===== src/led_cfg_pkg.sv =====
package led_cfg_pkg;

    // ****************************************
    // Matrix geometry
    // ****************************************

    localparam int MATRIX_ROWS    = 32;  // Rows in the frame buffer
    localparam int MATRIX_COLS    = 64;  // Pixels per row
    localparam int BYTES_PER_LINE = 128; // Two bytes per pixel

    localparam int RAM_ADDR_W = 12;
    localparam int RAM_DATA_W = 8;

    // ****************************************
    // UART timing
    // ****************************************

    // clk_in cycles per serial bit
    localparam int UART_TICKS_PER_BIT = 9;

    // ****************************************
    // Frame buffer address
    // ****************************************

    // Same 12 bits seen as one word or as row / pixel / byte fields
    typedef union packed {
        logic [RAM_ADDR_W-1:0] flat;               // Word address for the RAM
        struct packed {
            logic [$clog2(MATRIX_ROWS)-1:0] row;   // Display row
            logic [$clog2(MATRIX_COLS)-1:0] pixel; // Pixel within the row
            logic                           byte_sel; // High or low byte
        } field;
    } ram_addr_u;

endpackage


===== src/uart_rx.sv =====
`timescale 1ns/1ns

module uart_rx #(
    parameter int ticks_per_bit = led_cfg_pkg::UART_TICKS_PER_BIT
) (
    input  logic       clk_in,
    input  logic       reset,
    input  logic       uart_rx,
    output logic [7:0] rx_byte,
    output logic       rx_valid,
    output logic       rx_busy
);

    logic                             rx_meta;
    logic                             rx_sync;
    logic [$clog2(ticks_per_bit)-1:0] tick_cnt;
    logic [3:0]                       bit_idx;   // 0 start, 1-8 data, 9 stop, 10 tail
    logic [7:0]                       shift_reg;
    logic                             start_mid;
    logic                             bit_mid;
    logic                             tail_end;
    logic                             data_sample;
    logic                             stop_sample;

    // Midpoint of the start bit, counted from the falling edge
    assign start_mid = (tick_cnt == (ticks_per_bit - 1) / 2 - 1);
    // One full bit after the previous sample
    assign bit_mid   = (tick_cnt == ticks_per_bit - 1);
    // Last cycle of the stop bit
    assign tail_end  = (tick_cnt == ticks_per_bit - (ticks_per_bit - 1) / 2 - 2);

    assign data_sample = rx_busy && (bit_idx >= 4'd1) && (bit_idx <= 4'd8) && bit_mid;
    assign stop_sample = rx_busy && (bit_idx == 4'd9) && bit_mid;

    // Line synchronizer
    always_ff @(posedge clk_in) begin
        if (reset) begin
            rx_meta <= 1'b1;  // Idle line is high
            rx_sync <= 1'b1;
        end else begin
            rx_meta <= uart_rx;
            rx_sync <= rx_meta;
        end
    end

    // ****************************************
    // Bit timing and framing
    // ****************************************

    always_ff @(posedge clk_in) begin
        if (reset) begin
            rx_busy  <= 1'b0;
            rx_valid <= 1'b0;
            tick_cnt <= '0;
            bit_idx  <= '0;
        end else begin
            rx_valid <= 1'b0;
            tick_cnt <= tick_cnt + 1'b1;
            if (!rx_busy) begin
                if (!rx_sync) begin  // Falling edge of a start bit
                    rx_busy  <= 1'b1;
                    tick_cnt <= '0;
                    bit_idx  <= '0;
                end
            end else if (bit_idx == 4'd0) begin
                if (start_mid) begin
                    tick_cnt <= '0;
                    if (rx_sync) begin
                        rx_busy <= 1'b0;  // Glitch, not a start bit
                    end else begin
                        bit_idx <= 4'd1;
                    end
                end
            end else if (data_sample) begin
                tick_cnt <= '0;
                bit_idx  <= bit_idx + 4'd1;
            end else if (stop_sample) begin
                tick_cnt <= '0;
                bit_idx  <= 4'd10;
                rx_valid <= rx_sync;  // Framing error drops the byte
            end else if (bit_idx == 4'd10 && tail_end) begin
                rx_busy <= 1'b0;
            end
        end
    end

    // Data shift, LSB first
    always_ff @(posedge clk_in) begin
        if (data_sample) begin
            shift_reg <= {rx_sync, shift_reg[7:1]};
        end
        if (stop_sample) begin
            rx_byte <= shift_reg;
        end
    end

endmodule

===== config.mk =====
export PLATFORM = sky130hd
export DESIGN_NAME = uart_rx
export DESIGN_NICKNAME = d
export VERILOG_FILES = /design/src/led_cfg_pkg.sv /design/src/uart_rx.sv
export SDC_FILE = /design/constraint.sdc
export NUM_CORES = 1
export LEC_CHECK = 0
export ABC_AREA = 1
export ABC_CLOCK_PERIOD_IN_PS = 2300
export BUFFER_PORTS_ARGS = -buffer_cell sky130_fd_sc_hd__buf_2
export CAP_MARGIN = 20
export CORE_ASPECT_RATIO = 1.2
export CORE_MARGIN = 2
export CORE_UTILIZATION = 35
export DETAILED_ROUTE_END_ITERATION = 16
export PLACE_DENSITY = 0.63
export SKIP_CTS_REPAIR_TIMING = 1
export SYNTH_ARGS = -nofsm -noshare
export SYNTH_HDL_FRONTEND = slang
export SYNTH_SLANG_ARGS = --single-unit

===== constraint.sdc =====
create_clock -name clk_in -period 2.3 [get_ports clk_in]
set_input_delay 0.69 -clock clk_in [delete_from_list [all_inputs] [get_ports clk_in]]
set_output_delay 0.69 -clock clk_in [all_outputs]
set_load 0.02 [all_outputs]

==> key figures <==
Worst setup path
  – Critical path cell sequence: inv_1 -> ha_1 -> inv_1 -> nor2_1 -> nand2_1 -> nand2_1 -> nor2_2 -> nand3_1 -> nand3_1 -> nand2_1 -> nor2_1
  – Crit path buf inv count: 2
  – Worst setup SP type: flip-flop
  – Crit path launch: bit_idx[0]$_SDFFE_PP0P_
  – FF-to-FF path depth: 11
  – Critical-path maximum fanout: 10
  – Critical register-to-register path startpoint: bit_idx[0]$_SDFFE_PP0P_
  – WP depth: 11
  – Worst Path Required: 2.51 ns
  – Crit path top cell by count: nand2_1
  – Critical Path AT: 2.00 ns
  – Crit-path leading delay family: simple AND/OR/NAND/NOR gates
  – Critical Path Slowest Stage Cell: dfxtp_1
  – Worst reg2reg endpoint: bit_idx[2]$_SDFFE_PP0P_
  – Max incr delay on CP: 0.42 ns
  – Reg2Reg Setup Slack: 0.51 ns
  – Crit Path Class: reg -> reg
  – Endpoint class of the critical path: flip-flop
  – Crit path to: bit_idx[2]$_SDFFE_PP0P_

Timing
  – Finish-stage setup viols: 0
  – Fin Setup TNS: 0 ns
  – Max-slew violation count: 0
  – Final hold slack: 0.423 ns
  – Minimum clock period: 1.79 ns
  – Fmax: 559 MHz
  – Slew @ Worst Pin: 0.430 ns
  – Max Clock Skew: 0.00133 ns
  – Relative max-transition margin: 71.3%
  – Unrepaired setup endpoints after global routing: no
  – Final Hold Viols: 0
  – Period utilisation layout: 77.8%

Floorplanning
  – DIE WIDTH: 58.0 µm
  – CORE AREA: 3340 µm²
  – Io pins: 13
  – Core Rows: 23
  – Area of the die: 3990 µm²
  – Chip height: 68.8 µm
  – Initial Util: 36.7%

Worst hold path
  – Type of the worst min-delay path: reg -> reg
  – Hold path start: rx_meta$_SDFF_PP1_

Pwr
  – Total Power: 1.05 mW
  – Lkg Pwr: 0.572 nW
  – Power density cells: 746 nW/µm²
  – Worst vdd ir: 0.320 mV

Route
  – Vias: 823
  – Iter 0 DRT Violations: 13
  – DRC: 0
  – DRT Pass-1 Iters: 4
  – Vias per cell: 4.76
  – Antenna viol nets, final: 0
  – Wire length after detailed routing: 1970 µm
  – Post-DR wirelength/cell: 11.4 µm

Global routing
  – GR Util met1: 12.7%
  – GRT met2 Usage: 22.2%
  – Antenna violations before repair: 0
  – First-pass GRT wire length: 3590 µm
  – Total track usage: 11.8%
  – GRT busiest layer: met2
  – Largest net degree at the start of global routing: 17
  – Vias in the first global route: 857
  – Grt ovf: 0
  – Grt met3 use: 1.87%

Logic synthesis
  – Sequential area share after synthesis: 58.8%
  – Cells after Synth: 120
  – Synth warn: 0
  – Unique masters post-synth: 19
  – Seq cells post-synth: 28
  – Yosys top cell area share: 39.2%
  – Syn avg cell area: 10.2 µm²
  – Synth area leader: edfxtp_1
  – Mapped cell area: 1220 µm²
  – Synth area leaders: edfxtp_1 (39%), dfxtp_1 (20%), ha_1 (7.2%)
  – Syn nets: 130

Final layout
  – Area Growth Syn to Fin: 14.5%
  – N_diodes: 0
  – Final nets: 147
  – Layout cell share with drive strength beyond 1: 20.6%
  – Final Core Density: 42.0%

Clocking
  – Clock Sinks: 28
  – H-tree level count: 1
  – Root Buffer: clkbuf_8
  – Clock buffer count from CTS: 3
  – Clk_lat worst skew: 0.27 ns
  – CTS max path bufs: 2
  – CTS tree: yes
  – Worst-path clk slew: 0.09 ns

Placed design
  – HPWL after DPL: 1510 µm
  – Count of buffers from port buffering: 12
  – Gp weighted congestion: 0.797

Job
  – Max_cap viols: 0

Outcome
  – Outcome: finished clean
## kinds of logic (layout without fill, tap and decap cells)
kind of cell | after synthesis | in the layout | synth area share (%)
XOR/XNOR | 4 | 4 | 2.86
flip-flops | 28 | 28 | 58.8
AO/OA/AOI/OAI | 7 | 7 | 3.06
AND/OR/NAND/NOR | 59 | 59 | 23.5
buffers and inverters | 15 | 31 | 4.60
adder cells (fa/ha/maj) | 7 | 7 | 7.15
## area by class of cell
cell class                      instances  area [µm²]
Tap cell                               37        46.3
Clock inverter                          1        30.0
Multi-Input combinational cell         77         448
Clock buffer                            3        41.3
Sequential cell                        28         721
Inverter                               15        56.3
Fill cell                             326        1940
Timing Repair Buffer                   12        60.1
## worst min path at each step
| stage | end | slack (ns) | cells past startpoint |
|---|---|---|---|
| after floorplan | rx_sync$_SDFF_PP1_ | 0.39 | 1 |
| after global placement | rx_sync$_SDFF_PP1_ | 0.40 | 1 |
| after detailed placement | rx_sync$_SDFF_PP1_ | 0.40 | 1 |
| after CTS | rx_sync$_SDFF_PP1_ | 0.43 | 1 |
| after global routing | rx_sync$_SDFF_PP1_ | 0.44 | 1 |
| final | rx_sync$_SDFF_PP1_ | 0.42 | 1 |
## power by group
part / internal, mW / leakage [nW] / switching (mW)
registers: 0.538 / 0.242 / 0.0186
logic: 0.0415 / 0.295 / 0.0722
clock network: 0.233 / 0.0357 / 0.144
total: 0.812 / 0.572 / 0.235
## cells in the final DEF (no fill, tap or decap), drive strengths merged, types with 3 or more instances in the layout
cell type / n
nand3: 15
dfxtp: 12
nor2: 17
nand2: 21
ha: 7
clkbuf: 3
buf: 12
edfxtp: 16
xor2: 3
inv: 15
a21oi: 5
or2: 3
nand4: 3
## cells in the mapped netlist
| cell | number |
|---|---|
| ha_1 | 7 |
| nor2_2 | 3 |
| xor2_1 | 3 |
| nand3_1 | 12 |
| a21oi_1 | 5 |
| nor2_4 | 1 |
| xnor2_1 | 1 |
| nand3_2 | 3 |
| nor2_1 | 13 |
| o21ai_1 | 1 |
| edfxtp_1 | 16 |
| dfxtp_1 | 12 |
| nand4_1 | 3 |
| inv_2 | 1 |
| a21boi_0 | 1 |
| inv_1 | 14 |
| or2_2 | 3 |
| nand2_1 | 20 |
| nand2_2 | 1 |
## layer usage
metal,routed length (µm),vias to the layer above
met3,55,6
met5,0,-
met4,42,0
met2,986,15
li1,-,424
met1,884,378
## through the flow
stage / worst slack [ns] / instances / area (µm²)
detailed placement: 0.490 / 169 / 1330
floorplan: 0.718 / 120 / 1220
finish: 0.511 / 173 / 1400
CTS: 0.493 / 173 / 1400
global placement: 0.602 / 169 / 1330
global route: 0.263 / 173 / 1400
## worst register-to-register path, stage by stage, from the launching register on
cell and delay (ns):
dfxtp_1 0.42, inv_1 0.11, ha_1 0.20, inv_1 0.05
nor2_1 0.03, nand2_1 0.11, nand2_1 0.08, nor2_2 0.35
nand3_1 0.13, nand3_1 0.11, nand2_1 0.05, nor2_1 0.08
No activity file was read; power rests on OpenSTA's default activity.
