$ cat src/led_cfg_pkg.sv
package led_cfg_pkg;

    // ****************************************
    // Matrix geometry
    // ****************************************

    localparam int MATRIX_ROWS    = 32;  // Rows in the frame buffer
    localparam int MATRIX_COLS    = 64;  // Pixels per row
    localparam int BYTES_PER_LINE = 128; // Two bytes per pixel

    localparam int RAM_ADDR_W = 12;
    localparam int RAM_DATA_W = 8;

    // ****************************************
    // UART timing
    // ****************************************

    // clk_in cycles per serial bit
    localparam int UART_TICKS_PER_BIT = 9;

    // ****************************************
    // Frame buffer address
    // ****************************************

    // Same 12 bits seen as one word or as row / pixel / byte fields
    typedef union packed {
        logic [RAM_ADDR_W-1:0] flat;               // Word address for the RAM
        struct packed {
            logic [$clog2(MATRIX_ROWS)-1:0] row;   // Display row
            logic [$clog2(MATRIX_COLS)-1:0] pixel; // Pixel within the row
            logic                           byte_sel; // High or low byte
        } field;
    } ram_addr_u;

endpackage

$ cat src/uart_cmd_pkg.sv
package uart_cmd_pkg;

    // ****************************************
    // Command characters
    // ****************************************

    localparam logic [7:0] CMD_RED_ON     = "R";
    localparam logic [7:0] CMD_RED_OFF    = "r";
    localparam logic [7:0] CMD_GREEN_ON   = "G";
    localparam logic [7:0] CMD_GREEN_OFF  = "g";
    localparam logic [7:0] CMD_BLUE_ON    = "B";
    localparam logic [7:0] CMD_BLUE_OFF   = "b";
    localparam logic [7:0] CMD_PLANE_1    = "1"; // Toggles the top plane
    localparam logic [7:0] CMD_PLANE_2    = "2";
    localparam logic [7:0] CMD_PLANE_3    = "3";
    localparam logic [7:0] CMD_PLANE_4    = "4";
    localparam logic [7:0] CMD_PLANE_5    = "5";
    localparam logic [7:0] CMD_PLANE_6    = "6"; // Toggles the bottom plane
    localparam logic [7:0] CMD_PLANES_OFF = "0";
    localparam logic [7:0] CMD_PLANES_ON  = "9";
    localparam logic [7:0] CMD_LINE       = "L"; // Row byte and pixel data follow

    // Line load sequencing
    typedef enum logic [1:0] {
        ST_IDLE = 2'd0,  // Single-character commands
        ST_ROW  = 2'd1,  // Waiting for the row byte
        ST_DATA = 2'd2   // Collecting pixel bytes
    } line_state_e;

endpackage

$ cat src/command_parser.sv
`timescale 1ns/1ns

module command_parser (
    input  logic                  clk_in,
    input  logic                  reset,
    input  logic [7:0]            rx_byte,
    input  logic                  rx_valid,
    output logic [2:0]            rgb_enable,
    output logic [5:0]            brightness_enable,
    output led_cfg_pkg::ram_addr_u wr_addr,
    output logic [7:0]            wr_data,
    output logic                  wr_en,
    output logic                  line_busy,
    output logic [7:0]            lines_done
);

    uart_cmd_pkg::line_state_e state;
    logic [6:0]                byte_cnt;  // Counts down over one line
    logic [4:0]                row;
    logic                      last_byte;
    logic                      row_byte;

    assign line_busy = (state != uart_cmd_pkg::ST_IDLE);
    assign last_byte = (byte_cnt == 7'd0);

    // Second L right after L is not taken as a row
    assign row_byte = (state == uart_cmd_pkg::ST_ROW) && (rx_byte != uart_cmd_pkg::CMD_LINE);

    // ****************************************
    // Command decode and line sequencing
    // ****************************************

    always_ff @(posedge clk_in) begin
        if (reset) begin
            state             <= uart_cmd_pkg::ST_IDLE;
            byte_cnt          <= '0;
            wr_en             <= 1'b0;
            rgb_enable        <= 3'b111;
            brightness_enable <= 6'b111111;
            lines_done        <= '0;
        end else begin
            wr_en <= 1'b0;
            if (rx_valid) begin
                case (state)
                    uart_cmd_pkg::ST_IDLE: begin
                        case (rx_byte)
                            uart_cmd_pkg::CMD_RED_ON: begin
                                rgb_enable[0] <= 1'b1;
                            end
                            uart_cmd_pkg::CMD_RED_OFF: begin
                                rgb_enable[0] <= 1'b0;
                            end
                            uart_cmd_pkg::CMD_GREEN_ON: begin
                                rgb_enable[1] <= 1'b1;
                            end
                            uart_cmd_pkg::CMD_GREEN_OFF: begin
                                rgb_enable[1] <= 1'b0;
                            end
                            uart_cmd_pkg::CMD_BLUE_ON: begin
                                rgb_enable[2] <= 1'b1;
                            end
                            uart_cmd_pkg::CMD_BLUE_OFF: begin
                                rgb_enable[2] <= 1'b0;
                            end
                            // Plane digits count down from the MSB
                            uart_cmd_pkg::CMD_PLANE_1: begin
                                brightness_enable[5] <= ~brightness_enable[5];
                            end
                            uart_cmd_pkg::CMD_PLANE_2: begin
                                brightness_enable[4] <= ~brightness_enable[4];
                            end
                            uart_cmd_pkg::CMD_PLANE_3: begin
                                brightness_enable[3] <= ~brightness_enable[3];
                            end
                            uart_cmd_pkg::CMD_PLANE_4: begin
                                brightness_enable[2] <= ~brightness_enable[2];
                            end
                            uart_cmd_pkg::CMD_PLANE_5: begin
                                brightness_enable[1] <= ~brightness_enable[1];
                            end
                            uart_cmd_pkg::CMD_PLANE_6: begin
                                brightness_enable[0] <= ~brightness_enable[0];
                            end
                            uart_cmd_pkg::CMD_PLANES_OFF: begin
                                brightness_enable <= 6'b000000;
                            end
                            uart_cmd_pkg::CMD_PLANES_ON: begin
                                brightness_enable <= 6'b111111;
                            end
                            uart_cmd_pkg::CMD_LINE: begin
                                state <= uart_cmd_pkg::ST_ROW;
                            end
                            default: begin
                                state <= uart_cmd_pkg::ST_IDLE;  // Unknown byte
                            end
                        endcase
                    end
                    uart_cmd_pkg::ST_ROW: begin
                        if (row_byte) begin
                            byte_cnt <= 7'(led_cfg_pkg::BYTES_PER_LINE - 1);
                            state    <= uart_cmd_pkg::ST_DATA;
                        end
                    end
                    uart_cmd_pkg::ST_DATA: begin
                        wr_en <= 1'b1;  // One write per data byte
                        if (last_byte) begin
                            state      <= uart_cmd_pkg::ST_IDLE;
                            lines_done <= lines_done + 8'd1;  // Wraps at 256
                        end else begin
                            byte_cnt <= byte_cnt - 7'd1;
                        end
                    end
                    default: begin
                        state <= uart_cmd_pkg::ST_IDLE;
                    end
                endcase
            end
        end
    end

    // ****************************************
    // Write address and data
    // ****************************************

    // First byte of a pixel pair lands at byte select 1
    always_ff @(posedge clk_in) begin
        if (rx_valid && row_byte) begin
            row <= rx_byte[4:0];
        end
        if (rx_valid && state == uart_cmd_pkg::ST_DATA) begin
            wr_data                <= rx_byte;
            wr_addr.field.row      <= row;
            wr_addr.field.pixel    <= 6'(led_cfg_pkg::MATRIX_COLS - 1) - byte_cnt[6:1];
            wr_addr.field.byte_sel <= byte_cnt[0];
        end
    end

endmodule

$ cat config.mk
export PLATFORM = sky130hd
export DESIGN_NAME = command_parser
export DESIGN_NICKNAME = d
export VERILOG_FILES = /design/src/led_cfg_pkg.sv /design/src/uart_cmd_pkg.sv /design/src/command_parser.sv
export SDC_FILE = /design/constraint.sdc
export NUM_CORES = 1
export LEC_CHECK = 0
export ABC_AREA = 1
export BUFFER_PORTS_ARGS = -buffer_cell sky130_fd_sc_hd__buf_2
export CORE_MARGIN = 2
export CORE_UTILIZATION = 35
export DETAILED_ROUTE_END_ITERATION = 12
export SETUP_SLACK_MARGIN = 0.05
export SYNTH_ARGS = -nofsm -noshare
export SYNTH_HDL_FRONTEND = slang
export SYNTH_SLANG_ARGS = --single-unit
$ cat constraint.sdc
create_clock -name clk_in -period 1.83 [get_ports clk_in]
set_input_delay 0.366 -clock clk_in [delete_from_list [all_inputs] [get_ports clk_in]]
set_output_delay 0.366 -clock clk_in [all_outputs]
set_load 0.01 [all_outputs]
==> impl_metrics.toml <==
[min_path]
hold_start = "rx_byte[6]"
min_delay_path_depth = 1
hold_path.class = "in -> reg"
holdPathEnd = "wr_data[6]"

[timing]
layout_setup_ws_ns = 0.270
setup_viol = 0
drv_slew = 0
layout_min_cycle_time_ns = 1.56
finClkSkew_ns = 0.0118
max_freq_mhz = 641
rsz0062_at_grt = "no"
slew_headroom = 0.704
fin_tns_setup_ns = 0
tightest_slew_ns = 0.444
post-route-period-util = 0.853
whs_ns = 0.265
hold_viol = 0

[place]
place.gp.congestion = 0.896
dpl_cell_area_um2 = 2840
place.detailed.hpwl_um = 3580
portBuffers = 49
dpl.cell_count = 416
post-place-ws_ns = 0.167

[worst_setup_path]
ff2ff_path_depth = 9
r2r_end = "byte_cnt[2]"
r2r_setup_slack_ns = 0.34
critPathMaxFanout = 4
cp-end-kind = "output port"
critPathArrivalTime_ns = 1.19
path_class = "reg -> out"
r2r-start = "byte_cnt[0]"
cp-start-kind = "flip-flop"
required_ns = 1.46

[logic_synthesis]
synth_top_cell_by_area = "edfxtp_1"
seq_area_frac_synth = 0.522
synth-edff-count = 25
yosys_warnings = 0
yosys.area.top_type_share = 0.304
synthFlopType = "dfxtp_1"
ys_ff_latch = 52
syn_nets = 285
yosysMostFrequentCell = "nand2_1"
synth.distinct_cells = 33
synthTopCellsByCount = "43 x nand2_1, 34 x nor2_1, 28 x inv_1"
syn_area_per_cell_um2 = 9.12
async_flop_share = 0
yosys-top-cells-area = "edfxtp_1 30%, dfxtp_1 22%, nand2_1 6.5%"
netlist_area_um2 = 2470
syn_inst = 271

[final_layout]
fin_util = 0.432
antenna_cells = 0
syn_to_final_growth_pct = 19.4
fin_cells = 424
layout-drive-gt1-share = 0.308
fillCellCount = 717
fin_area_um2 = 2950
nets = 341

[clocking]
clkSinkCount = 52
cts_resized = 0
clockRootBuffer = "clkbuf_8"
cts_setup_buffers = 0
clk_latency_ns = 0.30
clock_path_buffers = 2
cts_buffers = 5
cts_tree = "done"
clk_pin_slew_ns = 0.10
htreeDepth = 2
cts.hold.buffers_added = 0

[drt]
initialDrtViolationCount = 92
avgViaCountPerCell = 4.56
wl_um = 4860
drc = 0
routed-via-count = 1932
post_drt_wl_per_cell_um = 11.5
first_pass_iters = 4
drtAntennaViolNets = 0

[power_and_ir_drop]
p_total_mw = 2.25
power_density_nw_per_um2 = 763
p_leak_nw = 1.19
peakVddDrop_mv = 0.276

[global_routing]
grt_overflow = 0
grt.total_usage = 0.139
grt_pass1_wl_um = 8470
antenna_found_initial = 0
grt_pass1_vias = 1865
grt_max_degree = 21

[run_status]
outcome = "finished clean"

[floorplanning]
die_w_um = 88.0
initial_core_util = 0.362
dieArea_um2 = 7750
die_y_um = 88.0
io_pins = 50
num_rows = 30
core_region_area_um2 = 6830

[flow_run]
maxCapViolations = 0
-- cell families (layout without fill, tap and decap cells) --
| family | after synthesis | in the layout | synth area share |
|---|---|---|---|
| AO/OA/AOI/OAI | 52 | 52 | 0.131 |
| XOR/XNOR | 6 | 6 | 0.0213 |
| adder cells (fa/ha/maj) | 3 | 3 | 0.0152 |
| buffers and inverters | 38 | 95 | 0.0607 |
| flip-flops | 52 | 52 | 0.522 |
| AND/OR/NAND/NOR | 120 | 120 | 0.250 |
-- layout by cell type, fill, tap and decap left out, drive strengths merged --
master     n
nand2     52
buf       51
nor2      46
inv       34
dfxtp     27
edfxtp    25
o21ai     24
a21oi     20
nand3     10
xor2       6
o21a       6
nand4      6
clkbuf     6
nor3       4
ha         3
clkinv     2
and3       1
nor4       1
o31ai      1
a211oi     1
bufinv     1
clkinvlp   1
-- power by group --
group          switching, mW  internal, mW
sequential            0.0105          1.24
clock                  0.364         0.405
combinational          0.158        0.0750
-- registers in the layout, summed over array words and instances (netlist names) --
signal / flops
wr_data: 8
lines_done: 8
state: 2
rgb_enable: 3
wr_addr: 12
byte_cnt: 7
row: 5
wr_en: 1
brightness_enable: 6
-- worst max-delay path by stage --
stage               startpoint       endpoint  slack, ns  cells past startpoint
CTS                   state[1]      line_busy       0.24                      3
finish                state[1]      line_busy       0.27                      3
global placement    rx_byte[3]       state[0]       0.17                     11
global route          state[1]      line_busy       0.16                      3
floorplan             state[1]  lines_done[7]       0.22                      7
detailed placement  rx_byte[0]       state[0]       0.17                     11
-- worst max-delay path: stages, from the launching register on --
cell and delay (ns):
dfxtp_1 0.36, nor2_1 0.22, inv_1 0.15, buf_2 0.16
-- area by class of cell --
| cell class | instances | area [um^2] | area share |
|---|---|---|---|
| multi-input cells | 181 | 1030 | 0.349 |
| flip-flops and latches | 52 | 1290 | 0.437 |
| clock buffers | 6 | 72.6 | 0.0246 |
| clock inverters | 2 | 35.0 | 0.0119 |
| repair buffers | 51 | 260 | 0.0882 |
| inverters | 36 | 141 | 0.0479 |
| well taps | 96 | 120 | 0.0407 |
-- metal layers --
layer / share of wire / up-vias / global-route usage
li1: - / 1004 / -
met1: 0.48 / 882 / 0.180
met2: 0.46 / 38 / 0.226
met3: 0.043 / 8 / 0.0339
met4: 0.022 / 0 / 0.0551
met5: 0 / - / 0
No activity file was read; power rests on OpenSTA's default activity.
